==> src/lsu_config.svh <==
`ifndef LSU_CONFIG_SVH
`define LSU_CONFIG_SVH

// translation buffer entries
`define LSU_TLB_ENTRIES 4

// store buffer depth, power of two
`define LSU_SB_DEPTH 4

// 4 KB pages
`define LSU_PAGE_BITS 12

`endif

==> src/lsu_pkg.sv <==
`include "lsu_config.svh"

package lsu_pkg;

    // controller states
    typedef enum logic [1:0] {
        LSU_IDLE       = 2'd0,
        LSU_LOOKUP     = 2'd1,
        LSU_STORE_WAIT = 2'd2,
        LSU_MEM_WAIT   = 2'd3
    } lsu_state_t;

    // operation of the held request
    typedef enum logic {
        OP_LOAD  = 1'b0,
        OP_STORE = 1'b1
    } mem_op_t;

    // page numbers, address width minus page offset
    typedef logic [31-`LSU_PAGE_BITS:0] vpn_t;
    typedef logic [31-`LSU_PAGE_BITS:0] ppn_t;

endpackage

==> src/load_store_controller.sv <==
`timescale 1ns/1ps
`include "lsu_config.svh"

module load_store_controller (
    input  logic          clk,
    input  logic          rst_n,
    input  logic          load_we,
    input  logic          store_we,
    input  logic [31:0]   address,
    input  logic [31:0]   store_data,
    input  logic          tlb_hit,
    input  lsu_pkg::ppn_t lookup_ppn,
    input  logic          fwd_hit,
    input  logic [31:0]   fwd_data,
    input  logic          full,
    input  logic          mem_rvalid,
    input  logic [31:0]   mem_rdata,
    output logic          busy,
    output logic          store_done,
    output logic          load_valid,
    output logic [31:0]   load_data,
    output logic          tlb_miss,
    output lsu_pkg::vpn_t miss_vpn,
    output lsu_pkg::vpn_t lookup_vpn,
    output logic          push,
    output logic [31:0]   push_address,
    output logic [31:0]   push_data,
    output logic [31:0]   fwd_address,
    output logic          mem_read,
    output logic [31:0]   mem_read_address,
    output logic          mem_hold
);

    localparam int PB = `LSU_PAGE_BITS;

    lsu_pkg::lsu_state_t state;
    lsu_pkg::mem_op_t    op_q;
    logic [31:0]         addr_q;
    logic [31:0]         data_q;
    logic [31:0]         paddr;
    logic [31:0]         paddr_q;
    logic                accept;
    logic                in_lookup;
    logic                is_store;

    assign busy      = (state != lsu_pkg::LSU_IDLE);
    assign accept    = (load_we | store_we) & ~busy;
    assign in_lookup = (state == lsu_pkg::LSU_LOOKUP);
    assign is_store  = (op_q == lsu_pkg::OP_STORE);

    // physical address is ppn joined with the page offset
    assign lookup_vpn  = addr_q[31:PB];
    assign paddr       = {lookup_ppn, addr_q[PB-1:0]};
    assign fwd_address = paddr;

    assign push = (in_lookup & is_store & tlb_hit & ~full) |
                  ((state == lsu_pkg::LSU_STORE_WAIT) & ~full);
    assign push_address = (state == lsu_pkg::LSU_STORE_WAIT) ? paddr_q : paddr;
    assign push_data    = data_q;

    // keeps the drain off the bus from a load's lookup until its reply
    assign mem_hold = (state == lsu_pkg::LSU_MEM_WAIT) | (in_lookup & ~is_store);

    always_ff @(posedge clk) begin
        if (!rst_n) begin
            state      <= lsu_pkg::LSU_IDLE;
            op_q       <= lsu_pkg::OP_LOAD;
            store_done <= 1'b0;
            load_valid <= 1'b0;
            tlb_miss   <= 1'b0;
            mem_read   <= 1'b0;
        end else begin
            store_done <= 1'b0;
            load_valid <= 1'b0;
            tlb_miss   <= 1'b0;
            mem_read   <= 1'b0;
            case (state)
                lsu_pkg::LSU_IDLE: begin
                    if (accept) begin
                        op_q  <= store_we ? lsu_pkg::OP_STORE : lsu_pkg::OP_LOAD;
                        state <= lsu_pkg::LSU_LOOKUP;
                    end
                end
                lsu_pkg::LSU_LOOKUP: begin
                    if (!tlb_hit) begin
                        tlb_miss <= 1'b1;
                        state    <= lsu_pkg::LSU_IDLE;
                    end else if (is_store) begin
                        if (full) begin
                            state <= lsu_pkg::LSU_STORE_WAIT;
                        end else begin
                            store_done <= 1'b1;
                            state      <= lsu_pkg::LSU_IDLE;
                        end
                    end else if (fwd_hit) begin
                        load_valid <= 1'b1;
                        state      <= lsu_pkg::LSU_IDLE;
                    end else begin
                        mem_read <= 1'b1;
                        state    <= lsu_pkg::LSU_MEM_WAIT;
                    end
                end
                lsu_pkg::LSU_STORE_WAIT: begin
                    if (!full) begin
                        store_done <= 1'b1;
                        state      <= lsu_pkg::LSU_IDLE;
                    end
                end
                lsu_pkg::LSU_MEM_WAIT: begin
                    if (mem_rvalid) begin
                        load_valid <= 1'b1;
                        state      <= lsu_pkg::LSU_IDLE;
                    end
                end
                default: state <= lsu_pkg::LSU_IDLE;
            endcase
        end
    end

    // request and result payload
    always_ff @(posedge clk) begin
        if (accept) begin
            addr_q <= address;
            data_q <= store_data;
        end
        if (in_lookup) begin
            paddr_q          <= paddr;
            miss_vpn         <= lookup_vpn;
            mem_read_address <= paddr;
        end
        if (in_lookup && !is_store && fwd_hit)
            load_data <= fwd_data;
        else if (state == lsu_pkg::LSU_MEM_WAIT && mem_rvalid)
            load_data <= mem_rdata;
    end

endmodule

==> src/mem_lsu.sv <==
`timescale 1ns/1ps

module mem_lsu (
    input  logic          clk,
    input  logic          rst_n,
    input  logic          load_we,
    input  logic          store_we,
    input  logic [31:0]   address,
    input  logic [31:0]   store_data,
    output logic          busy,
    output logic          store_done,
    output logic          load_valid,
    output logic [31:0]   load_data,
    output logic          tlb_miss,
    output lsu_pkg::vpn_t miss_vpn,
    input  logic          tlb_we,
    input  lsu_pkg::vpn_t tlb_vpn,
    input  lsu_pkg::ppn_t tlb_ppn,
    input  logic          mem_ready,
    output logic          mem_write_en,
    output logic [31:0]   mem_address,
    output logic [31:0]   mem_data,
    output logic          mem_read,
    output logic [31:0]   mem_read_address,
    input  logic          mem_rvalid,
    input  logic [31:0]   mem_rdata
);

    lsu_pkg::vpn_t lookup_vpn;
    lsu_pkg::ppn_t lookup_ppn;
    logic          tlb_hit;
    logic          push;
    logic [31:0]   push_address;
    logic [31:0]   push_data;
    logic [31:0]   fwd_address;
    logic          fwd_hit;
    logic [31:0]   fwd_data;
    logic          full;
    logic          empty;
    logic          mem_hold;

    load_store_controller u_load_store_controller (
        .clk(clk),
        .rst_n(rst_n),
        .load_we(load_we),
        .store_we(store_we),
        .address(address),
        .store_data(store_data),
        .tlb_hit(tlb_hit),
        .lookup_ppn(lookup_ppn),
        .fwd_hit(fwd_hit),
        .fwd_data(fwd_data),
        .full(full),
        .mem_rvalid(mem_rvalid),
        .mem_rdata(mem_rdata),
        .busy(busy),
        .store_done(store_done),
        .load_valid(load_valid),
        .load_data(load_data),
        .tlb_miss(tlb_miss),
        .miss_vpn(miss_vpn),
        .lookup_vpn(lookup_vpn),
        .push(push),
        .push_address(push_address),
        .push_data(push_data),
        .fwd_address(fwd_address),
        .mem_read(mem_read),
        .mem_read_address(mem_read_address),
        .mem_hold(mem_hold)
    );

    tlb u_tlb (
        .clk(clk),
        .rst_n(rst_n),
        .tlb_we(tlb_we),
        .tlb_vpn(tlb_vpn),
        .tlb_ppn(tlb_ppn),
        .lookup_vpn(lookup_vpn),
        .tlb_hit(tlb_hit),
        .lookup_ppn(lookup_ppn)
    );

    store_buffer u_store_buffer (
        .clk(clk),
        .rst_n(rst_n),
        .push(push),
        .push_address(push_address),
        .push_data(push_data),
        .fwd_address(fwd_address),
        .mem_ready(mem_ready),
        .mem_hold(mem_hold),
        .fwd_hit(fwd_hit),
        .fwd_data(fwd_data),
        .full(full),
        .empty(empty),
        .mem_write_en(mem_write_en),
        .mem_address(mem_address),
        .mem_data(mem_data)
    );

endmodule

==> src/store_buffer.sv <==
`timescale 1ns/1ps
`include "lsu_config.svh"

module store_buffer #(
    parameter int DEPTH = `LSU_SB_DEPTH
) (
    input  logic        clk,
    input  logic        rst_n,
    input  logic        push,
    input  logic [31:0] push_address,
    input  logic [31:0] push_data,
    input  logic [31:0] fwd_address,
    input  logic        mem_ready,
    input  logic        mem_hold,
    output logic        fwd_hit,
    output logic [31:0] fwd_data,
    output logic        full,
    output logic        empty,
    output logic        mem_write_en,
    output logic [31:0] mem_address,
    output logic [31:0] mem_data
);

    localparam int PTR_W = $clog2(DEPTH);
    localparam int CNT_W = PTR_W + 1;

    logic [31:0]      addr_mem [DEPTH];
    logic [31:0]      data_mem [DEPTH];
    logic [PTR_W-1:0] head;
    logic [PTR_W-1:0] tail;
    logic [CNT_W-1:0] count;
    logic             drain;

    function automatic logic [PTR_W-1:0] next_ptr(input logic [PTR_W-1:0] ptr);
        if (ptr == PTR_W'(DEPTH - 1))
            return '0;
        return ptr + 1'b1;
    endfunction

    assign full  = (count == CNT_W'(DEPTH));
    assign empty = (count == '0);

    // no drain while a load is using the memory port
    assign drain = mem_ready & ~empty & ~mem_hold;

    always_ff @(posedge clk) begin
        if (!rst_n) begin
            head         <= '0;
            tail         <= '0;
            count        <= '0;
            mem_write_en <= 1'b0;
        end else begin
            mem_write_en <= drain;
            if (push)
                tail <= next_ptr(tail);
            if (drain)
                head <= next_ptr(head);
            case ({push, drain})
                2'b10:   count <= count + 1'b1;
                2'b01:   count <= count - 1'b1;
                default: count <= count;
            endcase
        end
    end

    always_ff @(posedge clk) begin
        if (push) begin
            addr_mem[tail] <= push_address;
            data_mem[tail] <= push_data;
        end
        if (drain) begin
            mem_address <= addr_mem[head];
            mem_data    <= data_mem[head];
        end
    end

    // walk oldest to youngest, so the last match is the youngest store
    always_comb begin
        logic [CNT_W-1:0] slot;
        fwd_hit  = 1'b0;
        fwd_data = '0;
        for (int i = 0; i < DEPTH; i++) begin
            slot = {1'b0, head} + CNT_W'(i);
            if (slot >= CNT_W'(DEPTH))
                slot = slot - CNT_W'(DEPTH);
            if (CNT_W'(i) < count &&
                addr_mem[slot[PTR_W-1:0]][31:2] == fwd_address[31:2]) begin
                fwd_hit  = 1'b1;
                fwd_data = data_mem[slot[PTR_W-1:0]];
            end
        end
    end

endmodule

==> src/tlb.sv <==
`timescale 1ns/1ps
`include "lsu_config.svh"

module tlb (
    input  logic         clk,
    input  logic         rst_n,
    input  logic         tlb_we,
    input  lsu_pkg::vpn_t tlb_vpn,
    input  lsu_pkg::ppn_t tlb_ppn,
    input  lsu_pkg::vpn_t lookup_vpn,
    output logic         tlb_hit,
    output lsu_pkg::ppn_t lookup_ppn
);

    localparam int ENTRIES = `LSU_TLB_ENTRIES;
    localparam int IDX_W   = (ENTRIES > 1) ? $clog2(ENTRIES) : 1;

    logic                  valid [ENTRIES];
    lsu_pkg::vpn_t         vpn_mem [ENTRIES];
    lsu_pkg::ppn_t         ppn_mem [ENTRIES];
    logic [IDX_W-1:0]      rr_ptr;
    logic                  fill_match;
    logic [IDX_W-1:0]      fill_idx;
    logic [IDX_W-1:0]      wr_idx;

    // an existing mapping for the same page is reused
    always_comb begin
        fill_match = 1'b0;
        fill_idx   = '0;
        for (int i = 0; i < ENTRIES; i++) begin
            if (valid[i] && vpn_mem[i] == tlb_vpn) begin
                fill_match = 1'b1;
                fill_idx   = IDX_W'(i);
            end
        end
    end

    assign wr_idx = fill_match ? fill_idx : rr_ptr;

    // valid bits and replacement pointer
    always_ff @(posedge clk) begin
        if (!rst_n) begin
            rr_ptr <= '0;
            for (int i = 0; i < ENTRIES; i++) begin
                valid[i] <= 1'b0;
            end
        end else if (tlb_we) begin
            valid[wr_idx] <= 1'b1;
            if (!fill_match) begin
                if (rr_ptr == IDX_W'(ENTRIES - 1))
                    rr_ptr <= '0;
                else
                    rr_ptr <= rr_ptr + 1'b1;
            end
        end
    end

    // mapping storage
    always_ff @(posedge clk) begin
        if (tlb_we) begin
            vpn_mem[wr_idx] <= tlb_vpn;
            ppn_mem[wr_idx] <= tlb_ppn;
        end
    end

    // parallel compare, at most one entry can match
    always_comb begin
        tlb_hit    = 1'b0;
        lookup_ppn = '0;
        for (int i = 0; i < ENTRIES; i++) begin
            if (valid[i] && vpn_mem[i] == lookup_vpn) begin
                tlb_hit    = 1'b1;
                lookup_ppn = ppn_mem[i];
            end
        end
    end

endmodule

==> config.mk <==
export PLATFORM = sky130hd
export DESIGN_NAME = mem_lsu
export DESIGN_NICKNAME = d
export VERILOG_FILES = /design/src/lsu_pkg.sv /design/src/load_store_controller.sv /design/src/mem_lsu.sv /design/src/store_buffer.sv /design/src/tlb.sv
export VERILOG_INCLUDE_DIRS = /design/src /design/src/src
export SDC_FILE = /design/constraint.sdc
export NUM_CORES = 1
export LEC_CHECK = 0
export BUFFER_PORTS_ARGS = -buffer_cell sky130_fd_sc_hd__buf_4
export CORE_UTILIZATION = 40
export DETAILED_ROUTE_END_ITERATION = 16
export GPL_TIMING_DRIVEN = 0
export HOLD_SLACK_MARGIN = 0.02
export PLACE_DENSITY_LB_ADDON = 0.08
export SYNTH_ARGS = -nofsm -noshare
export SYNTH_HDL_FRONTEND = slang
export SYNTH_SLANG_ARGS = --single-unit
==> constraint.sdc <==
create_clock -name clk -period 17.76 [get_ports clk]
set_input_delay 3.552 -clock clk [delete_from_list [all_inputs] [get_ports clk]]
set_output_delay 3.552 -clock clk [all_outputs]
set_load 0.02 [all_outputs]
==> reports/results.txt, run 1 <==
Via count: 24000
Yosys reg bits: 651
Router iterations before antenna repair: 5
Ports: 297
Post-Syn Area per Cell: 15.1 sq um
EDFF count, synth: 629
Max_cap viols: 0
Max Buffers Root-to-Sink: 3
Vert. Die Dim: 295 um
Mapped Cells: 2279
Number of hold-repair buffers added at the cts stage: 0
Pleak: 13.0 nW
Post-Syn Area: 34500 sq um
Vias in the first global route: 23500
Worst EP arrival: 7.69 ns
Critical path's slowest cell: nand2_2
Antenna viol nets, final: 0
Top FF cell, synth: edfxtp_1
Max-slew headroom: 0.0955
Initial antenna violation count: 2
Final Total Pwr: 0.00395 W
RSZ-0062 raised after global routing: no
CTS Sinks: 651
Netlist cell types: 82
Setup Fix Bufs, Post-CTS: 0
Final hold violations: 0
VDD IR max: 0.0740 mV
Full die area: 87300 sq um
Sequential cell area fraction in the yosys report: 0.561
Clock latency on the worst-skew pair: 0.63 ns
Final slew viol count: 0
Min Clock Period, post-route: 7.44 ns
Wire per inst: 30.5 um
Layout Nets: 2836
TritonCTS buffer count: 77
Synthesis-to-finish area growth: 19.8%
Resize count post-CTS: 0
Clock skew: 0.0278 ns
First-pass GRT wire length: 169000 um
Post-synth ARST share: 0
Share of layout cells above drive strength 1: 0.303
Synth warnings: 0
Fillers: 7411
Worst path required time: 18.01 ns
Pwr dens: 95.6 nW/um^2
Crit path largest cell delay: 0.73 ns
Via density: 6.19
Drt drc: 0
Slew @ Worst Pin: 1.35 ns
Initial Utilization: 0.404
Final setup viols: 0
Multi-input gate area: 14300 sq um
Root buffer cell: clkbuf_16
Largest net degree at the start of global routing: 47
Clock-pin slew on the worst setup and hold paths: 0.06 ns
Worst path cell trace: ha_1, buf_2, buf_2, buf_2, buf_2, mux4_2, xnor2_1, nand3_1, nor3_1, o2111ai_1, nor3_1, nand4_1, o2111ai_2, nand2_1, buf_2, nand2_2
Die W: 295 um
Standard-cell rows: 107
CP max FO: 32
Status: completed
Max Clk Rate: 134 MHz
Critical path endpoint category: flip-flop
Routed wire length: 118000 um
Post-DP HPWL: 86200 um
CP bufs+invs: 5
Core area: 85300 sq um
Routability cong.: 0.896
Syn Nets: 2437
GRT Util Overall: 0.268
FF+latch area: 19300 sq um
CP Launch Type: flip-flop
Fin util: 0.484
Most common cell on crit path: buf_2
DR iter-0 viols: 2528
Crit-path leading delay family: simple AND/OR/NAND/NOR gates
Grt ovf: 0
Hold Path Class: flip-flop to flip-flop
Crit path kind: flip-flop to flip-flop
TritonCTS clock tree: yes
Port Buffer Count: 296
Final period util: 0.419
CTS H-Tree Depth: 3
## cells in the final DEF (no fill, tap or decap), drive strengths merged, types with 13 or more instances in the layout
| cell | synthesis | final |
|---|---|---|
| o21ai | 22 | 22 |
| o31ai | 18 | 18 |
| bufinv | 0 | 13 |
| xor2 | 65 | 65 |
| a2111oi | 17 | 17 |
| nand2 | 90 | 90 |
| o2bb2ai | 23 | 23 |
| dfxtp | 22 | 22 |
| a32o | 22 | 22 |
| and3 | 17 | 17 |
| nor2b | 20 | 20 |
| nor4 | 31 | 31 |
| nand3 | 62 | 62 |
| o2111ai | 51 | 51 |
| nor3 | 21 | 21 |
| buf | 74 | 394 |
| mux4 | 229 | 229 |
| a41oi | 32 | 32 |
| clkinv | 1 | 30 |
| edfxtp | 629 | 629 |
| clkbuf | 120 | 206 |
| a311oi | 14 | 14 |
| mux2i | 27 | 27 |
| mux2 | 47 | 47 |
| xnor2 | 171 | 171 |
| ha | 15 | 15 |
| or4 | 22 | 22 |
| nand4 | 55 | 55 |
| inv | 20 | 25 |
| nor2 | 81 | 81 |
| or4b | 32 | 32 |
| and2 | 40 | 40 |
| o221a | 25 | 25 |
| o211ai | 27 | 27 |
| o31a | 20 | 20 |
## worst paths after layout
| kind | startpoint | end | slack (ns) | depth (start not counted) |
|---|---|---|---|---|
| setup / recovery | u_store_buffer.head[1] | u_load_store_controller.load_data[23] | 10.32 | 16 |
| hold / removal | u_load_store_controller.addr_q[25] | u_load_store_controller.miss_vpn[13] | 0.45 | 0 |
| setup reg to reg | u_store_buffer.head[1] | u_load_store_controller.load_data[23] | 10.32 | 16 |
| hold reg to reg | u_load_store_controller.addr_q[25] | u_load_store_controller.miss_vpn[13] | 0.45 | 0 |
## area by class of cell
type,instances,area share
flip-flops and latches,651,0.468
multi-input cells,1413,0.346
repair buffers,320,0.0631
clock buffers,86,0.0483
well taps,1144,0.0347
plain buffers,194,0.0205
clock inverters,55,0.0171
inverters,21,0.00191
diodes,1,0.0000606
## state kept, by name, summed over array words and instances (netlist names), 3 cells and up, named ones only
name	count
u_store_buffer.mem_data	32
u_store_buffer.count	3
u_tlb.vpn_mem	80
u_load_store_controller.mem_read_address	32
u_tlb.ppn_mem	80
u_tlb.valid	4
u_load_store_controller.load_data	32
u_load_store_controller.miss_vpn	20
u_load_store_controller.push_data	32
u_store_buffer.data_mem	128
u_store_buffer.addr_mem	128
u_store_buffer.mem_address	32
u_load_store_controller.addr_q	32
## metal layers
metal  share of wire  track usage
met3           0.075       0.0453
met2            0.48        0.438
met1            0.42        0.374
met5               0            0
met4           0.023       0.0618
## worst reg2reg max path, stage by stage, from the launching register on
cell and delay (ns):
dfxtp_1 0.34, ha_1 0.28, buf_2 0.29, buf_2 0.50, buf_2 0.48, buf_2 0.42, mux4_2 0.39, xnor2_1 0.23
nand3_1 0.14, nor3_1 0.58, o2111ai_1 0.29, nor3_1 0.57, nand4_1 0.62, o2111ai_2 0.50, nand2_1 0.34, buf_2 0.32
nand2_2 0.73
## through the flow
stage / area, sq um / instances / TNS, ns / setup slack [ns] / hold WS [ns]
after floorplan: 34500 / 2279 / 0 / 5.62 / 0.421
after global placement: 38100 / 3719 / -61.74 / -2.26 / 0.431
after detailed placement: 38600 / 3743 / 0 / 10.37 / 0.435
after CTS: 41300 / 3884 / 0 / 10.36 / 0.448
after global routing: 41300 / 3884 / 0 / 10.17 / 0.455
final: 41300 / 3885 / 0 / 10.32 / 0.447
## report_power, final
group / total (W) / leakage [nW] / switching (W) / internal, W
sequential: 0.00182 / 5.88 / 0.0000511 / 0.00177
combinational: 0.000456 / 5.84 / 0.000265 / 0.000191
clock: 0.00167 / 1.29 / 0.000664 / 0.00101
total: 0.00395 / 13.0 / 0.000980 / 0.00297
## kinds of logic after synthesis
group / after synthesis / share of synthesized area
fa+ha+maj: 15 / 0.00545
flops: 651 / 0.561
mux: 303 / 0.173
compound gates: 355 / 0.0895
buf+inv: 215 / 0.0269
simple gates: 504 / 0.0843
xor+xnor: 236 / 0.0600
## synth_stat cells, types with 15 or more instances
master / instances / area (sq um)
a32o_1: 22 / 220
a41oi_1: 32 / 280
and2_1: 40 / 250
and3_1: 17 / 106
buf_2: 49 / 245
clkbuf_1: 119 / 447
dfxtp_1: 22 / 440
edfxtp_1: 629 / 18900
ha_1: 15 / 188
inv_1: 20 / 75.1
mux2_2: 47 / 529
mux2i_1: 27 / 270
mux4_2: 229 / 5160
nand2_1: 89 / 334
nand3_1: 61 / 305
nand4_1: 54 / 338
nor2_1: 80 / 300
nor2b_1: 20 / 125
nor3_1: 21 / 105
nor4_1: 20 / 125
o2111ai_1: 50 / 438
o211ai_1: 27 / 203
o21ai_0: 16 / 80.1
o221a_1: 23 / 259
o2bb2ai_1: 23 / 201
o31a_1: 20 / 175
o31ai_1: 15 / 113
or4_1: 22 / 165
or4b_1: 32 / 320
xnor2_1: 171 / 1500
xor2_1: 65 / 569
(Power assumes the default switching activity.)
==> run 2, diff against run 1 <==
clock period = 7.3 ns   (was 17.76 ns; I/O delays follow)
==> run 2 against run 1 <==
  * The flow now finishes with violations (capacitance limit, slew limit)
  * Worst setup slack lost 9.9 ns
  * Total power is 140% higher
  * First-iteration DRC count up 2.8%
  * Sequential cell count did not move
  * Via count about the same
  * Hold slack got worse by 0.025 ns
  * Non-clock buffer count is 4 lower
  * Clock-buffer cell count rose by 15
  * Clock skew rose by 0.0074 ns
  * Global-route usage fell by 0.077 points
  * Critical path type unchanged
==> reports/results.txt, run 2 (same netlist as run 1, synthesis figures left out) <==
Status: finished, violations left (was completed)
Failing checks: capacitance limit, slew limit
Crit path kind: flip-flop to flip-flop (unchanged)
Root buffer cell: clkbuf_16 (unchanged)
Reg-to-Reg Start: u_load_store_controller.addr_q[24] (was u_store_buffer.head[1])
Full die area: 87300 sq um (unchanged)
Min-Delay Startpoint: u_load_store_controller.addr_q[1] (was u_load_store_controller.addr_q[25])
CP max FO: 10 (was 32)
TritonCTS clock tree: yes (unchanged)
Max-slew headroom: -0.0507 (was 0.0955)
Die W: 295 um (unchanged)
Core area: 85300 sq um (unchanged)
Worst EP arrival: 7.23 ns (was 7.69 ns)
Drt drc: 0 (unchanged)
Number of hold-repair buffers added at the cts stage: 0 (unchanged)
FF-to-FF End: u_load_store_controller.load_data[5] (was u_load_store_controller.load_data[23])
Most common cell after layout, fill and taps aside: edfxtp_1 (unchanged)
Largest net degree at the start of global routing: 44 (was 47)
Worst reg-to-reg setup slack: 0.43 ns (was 10.32 ns)
Vert. Die Dim: 295 um (unchanged)
Layout Nets: 2830 (was 2836)
Final worst setup slack: 0.432 ns (was 10.32 ns)
Initial Utilization: 0.404 (unchanged)
Clock skew: 0.0352 ns (was 0.0278 ns)
Synthesis-to-finish area growth: 19.3% (was 19.8%)
Pwr dens: 229 nW/um^2 (was 95.6 nW/um^2)
TritonCTS buffer count: 75 (was 77)
Ports: 297 (unchanged)
Fillers: 7390 (was 7411)
CP Launch Type: flip-flop (unchanged)
Critical path endpoint category: flip-flop (unchanged)
Pre-CTS setup slack: -0.164 ns (was 10.37 ns)
Clock latency on the worst-skew pair: 0.64 ns (was 0.63 ns)
Top Registers: u_store_buffer.addr_mem (128), u_store_buffer.data_mem (128) (unchanged)
Grt ovf: 0 (unchanged)
Routed wire length: 118000 um (about the same)
Hold path cells: 0 (unchanged)
Port Buffer Count: 296 (unchanged)
Worst path cell trace: xor2_1, nor4_2, nand4_1, nor2_1, buf_2, buf_2, a221oi_1, o31ai_1, xor2_1, nor4_1, nand3_2, buf_2, o21ai_1, clkbuf_1, o221a_1, o2bb2ai_1 (was ha_1, buf_2, buf_2, buf_2, buf_2, mux4_2, xnor2_1, nand3_1, nor3_1, o2111ai_1, nor3_1, nand4_1, o2111ai_2, nand2_1, buf_2, nand2_2)
Final setup viols: 0 (unchanged)
CP bufs+invs: 4 (was 5)
Hold Path Class: flip-flop to flip-flop (unchanged)
Via density: 6.19 (about the same)
Router iterations before antenna repair: 7 (was 5)
Most common cell on crit path: buf_2 (unchanged)
Final TNS setup: 0 ns (unchanged)
First-pass GRT wire length: 168000 um (was 169000 um)
Final hold violations: 0 (unchanged)
Share of layout cells above drive strength 1: 0.301 (was 0.303)
Crit-path leading delay family: simple AND/OR/NAND/NOR gates (unchanged)
Initial antenna violation count: 2 (unchanged)
Final slew viol count: 4 (was 0)
Wire per inst: 30.5 um (about the same)
Pleak: 12.9 nW (was 13.0 nW)
Critical path's slowest cell: o31ai_1 (was nand2_2)
Hold EP: u_load_store_controller.mem_read_address[1] (was u_load_store_controller.miss_vpn[13])
Via count: 24000 (about the same)
Final period util: 0.941 (was 0.419)
CTS Sinks: 651 (unchanged)
GRT Util Overall: 0.268 (about the same)
Critical path launch point: u_load_store_controller.addr_q[24] (was u_store_buffer.head[1])
Standard-cell rows: 107 (unchanged)
CTS H-Tree Depth: 3 (unchanged)
Most frequent cells in the layout: edfxtp_1 (629), buf_4 (308), mux4_2 (229) (was edfxtp_1 (629), buf_4 (317), mux4_2 (229))
RSZ-0062 raised after global routing: no (unchanged)
Slew @ Worst Pin: 1.56 ns (was 1.35 ns)
Clock-pin slew on the worst setup and hold paths: 0.06 ns (about the same)
Routability cong.: 0.900 (was 0.896)
Post-DP HPWL: 86400 um (was 86200 um)
DR iter-0 viols: 2598 (was 2528)
Max_cap viols: 1 (was 0)
Worst path required time: 7.66 ns (was 18.01 ns)
Fin util: 0.482 (was 0.484)
Crit path largest cell delay: 0.73 ns (about the same)
Min Clock Period, post-route: 6.87 ns (was 7.44 ns)
Antenna viol nets, final: 0 (unchanged)
Min Hold Slack: 0.421 ns (was 0.447 ns)
Vias in the first global route: 23600 (was 23500)
FF-to-FF path depth: 16 (unchanged)
VDD IR max: 0.154 mV (was 0.0740 mV)
Max Buffers Root-to-Sink: 3 (unchanged)
Max Clk Rate: 146 MHz (was 134 MHz)
-- run 2: cell types whose count changed in the layout (fill, tap and decap cells not counted), moves of 2 or more --
cell / before / now
buf_4: 317 / 308
buf_8: 0 / 5
bufinv_16: 13 / 8
clkbuf_1: 126 / 137
clkbuf_8: 1 / 5
clkinv_1: 13 / 3
clkinv_2: 9 / 18
clkinv_4: 5 / 2
clkinvlp_4: 8 / 4
inv_6: 5 / 3
-- run 2: how the worst max path moves through the flow --
stage | endpoint | slack [ns] | depth (start not counted)
floorplan | u_store_buffer.count[2] | 0.47 | 8
global route | u_load_store_controller.load_data[19] | 0.26 | 16
finish | u_load_store_controller.load_data[5] | 0.43 | 16
detailed placement | u_load_store_controller.load_data[16] | -0.16 | 16
global placement | u_store_buffer.count[2] | -4.42 | 8
CTS | u_load_store_controller.load_data[14] | 0.14 | 16
-- run 2: repair_timing --
action                                  4_1_cts  5_1_grt
resized for setup                             1        0
pin swaps                                     0        1
setup buffers                                 0        1
endpoints found under the setup margin       32       32
-- run 2: area by class of cell --
class | count | area, sq um | share of cell area
Antenna cell | 1 | 2.50 | 0.0000609
Buffer | 194 | 847 | 0.0206
Clock buffer | 101 | 2090 | 0.0508
Clock inverter | 38 | 442 | 0.0107
Inverter | 21 | 78.8 | 0.00192
Multi-Input combinational cell | 1413 | 14300 | 0.347
Sequential cell | 651 | 19300 | 0.470
Tap cell | 1144 | 1430 | 0.0348
Timing Repair Buffer | 316 | 2610 | 0.0636
-- run 2: stage by stage --
| step | total power [W] | std cells | area (sq um) |
|---|---|---|---|
| floorplan | 0.00511 | 2279 | 34500 |
| global placement | 0.00559 | 3719 | 38100 |
| detailed placement | 0.00562 | 3738 | 38600 |
| CTS | 0.00950 | 3877 | 41100 |
| global route | 0.00969 | 3878 | 41100 |
| finish | 0.00940 | 3879 | 41100 |
-- run 2: per-layer routing --
layer,vias up,global-route usage,part of all wire
met5,-,0,0
met4,0,0.0680,0.023
li1,10200,-,-
met3,170,0.0440,0.078
met2,1305,0.435,0.48
met1,12300,0.373,0.42
-- run 2: power by group --
part,switching (W),leakage [nW],internal (W),total (W)
registers,0.000123,5.88,0.00430,0.00442
clock network,0.00156,1.24,0.00230,0.00387
logic,0.000647,5.83,0.000465,0.00111
total,0.00234,12.9,0.00707,0.00940
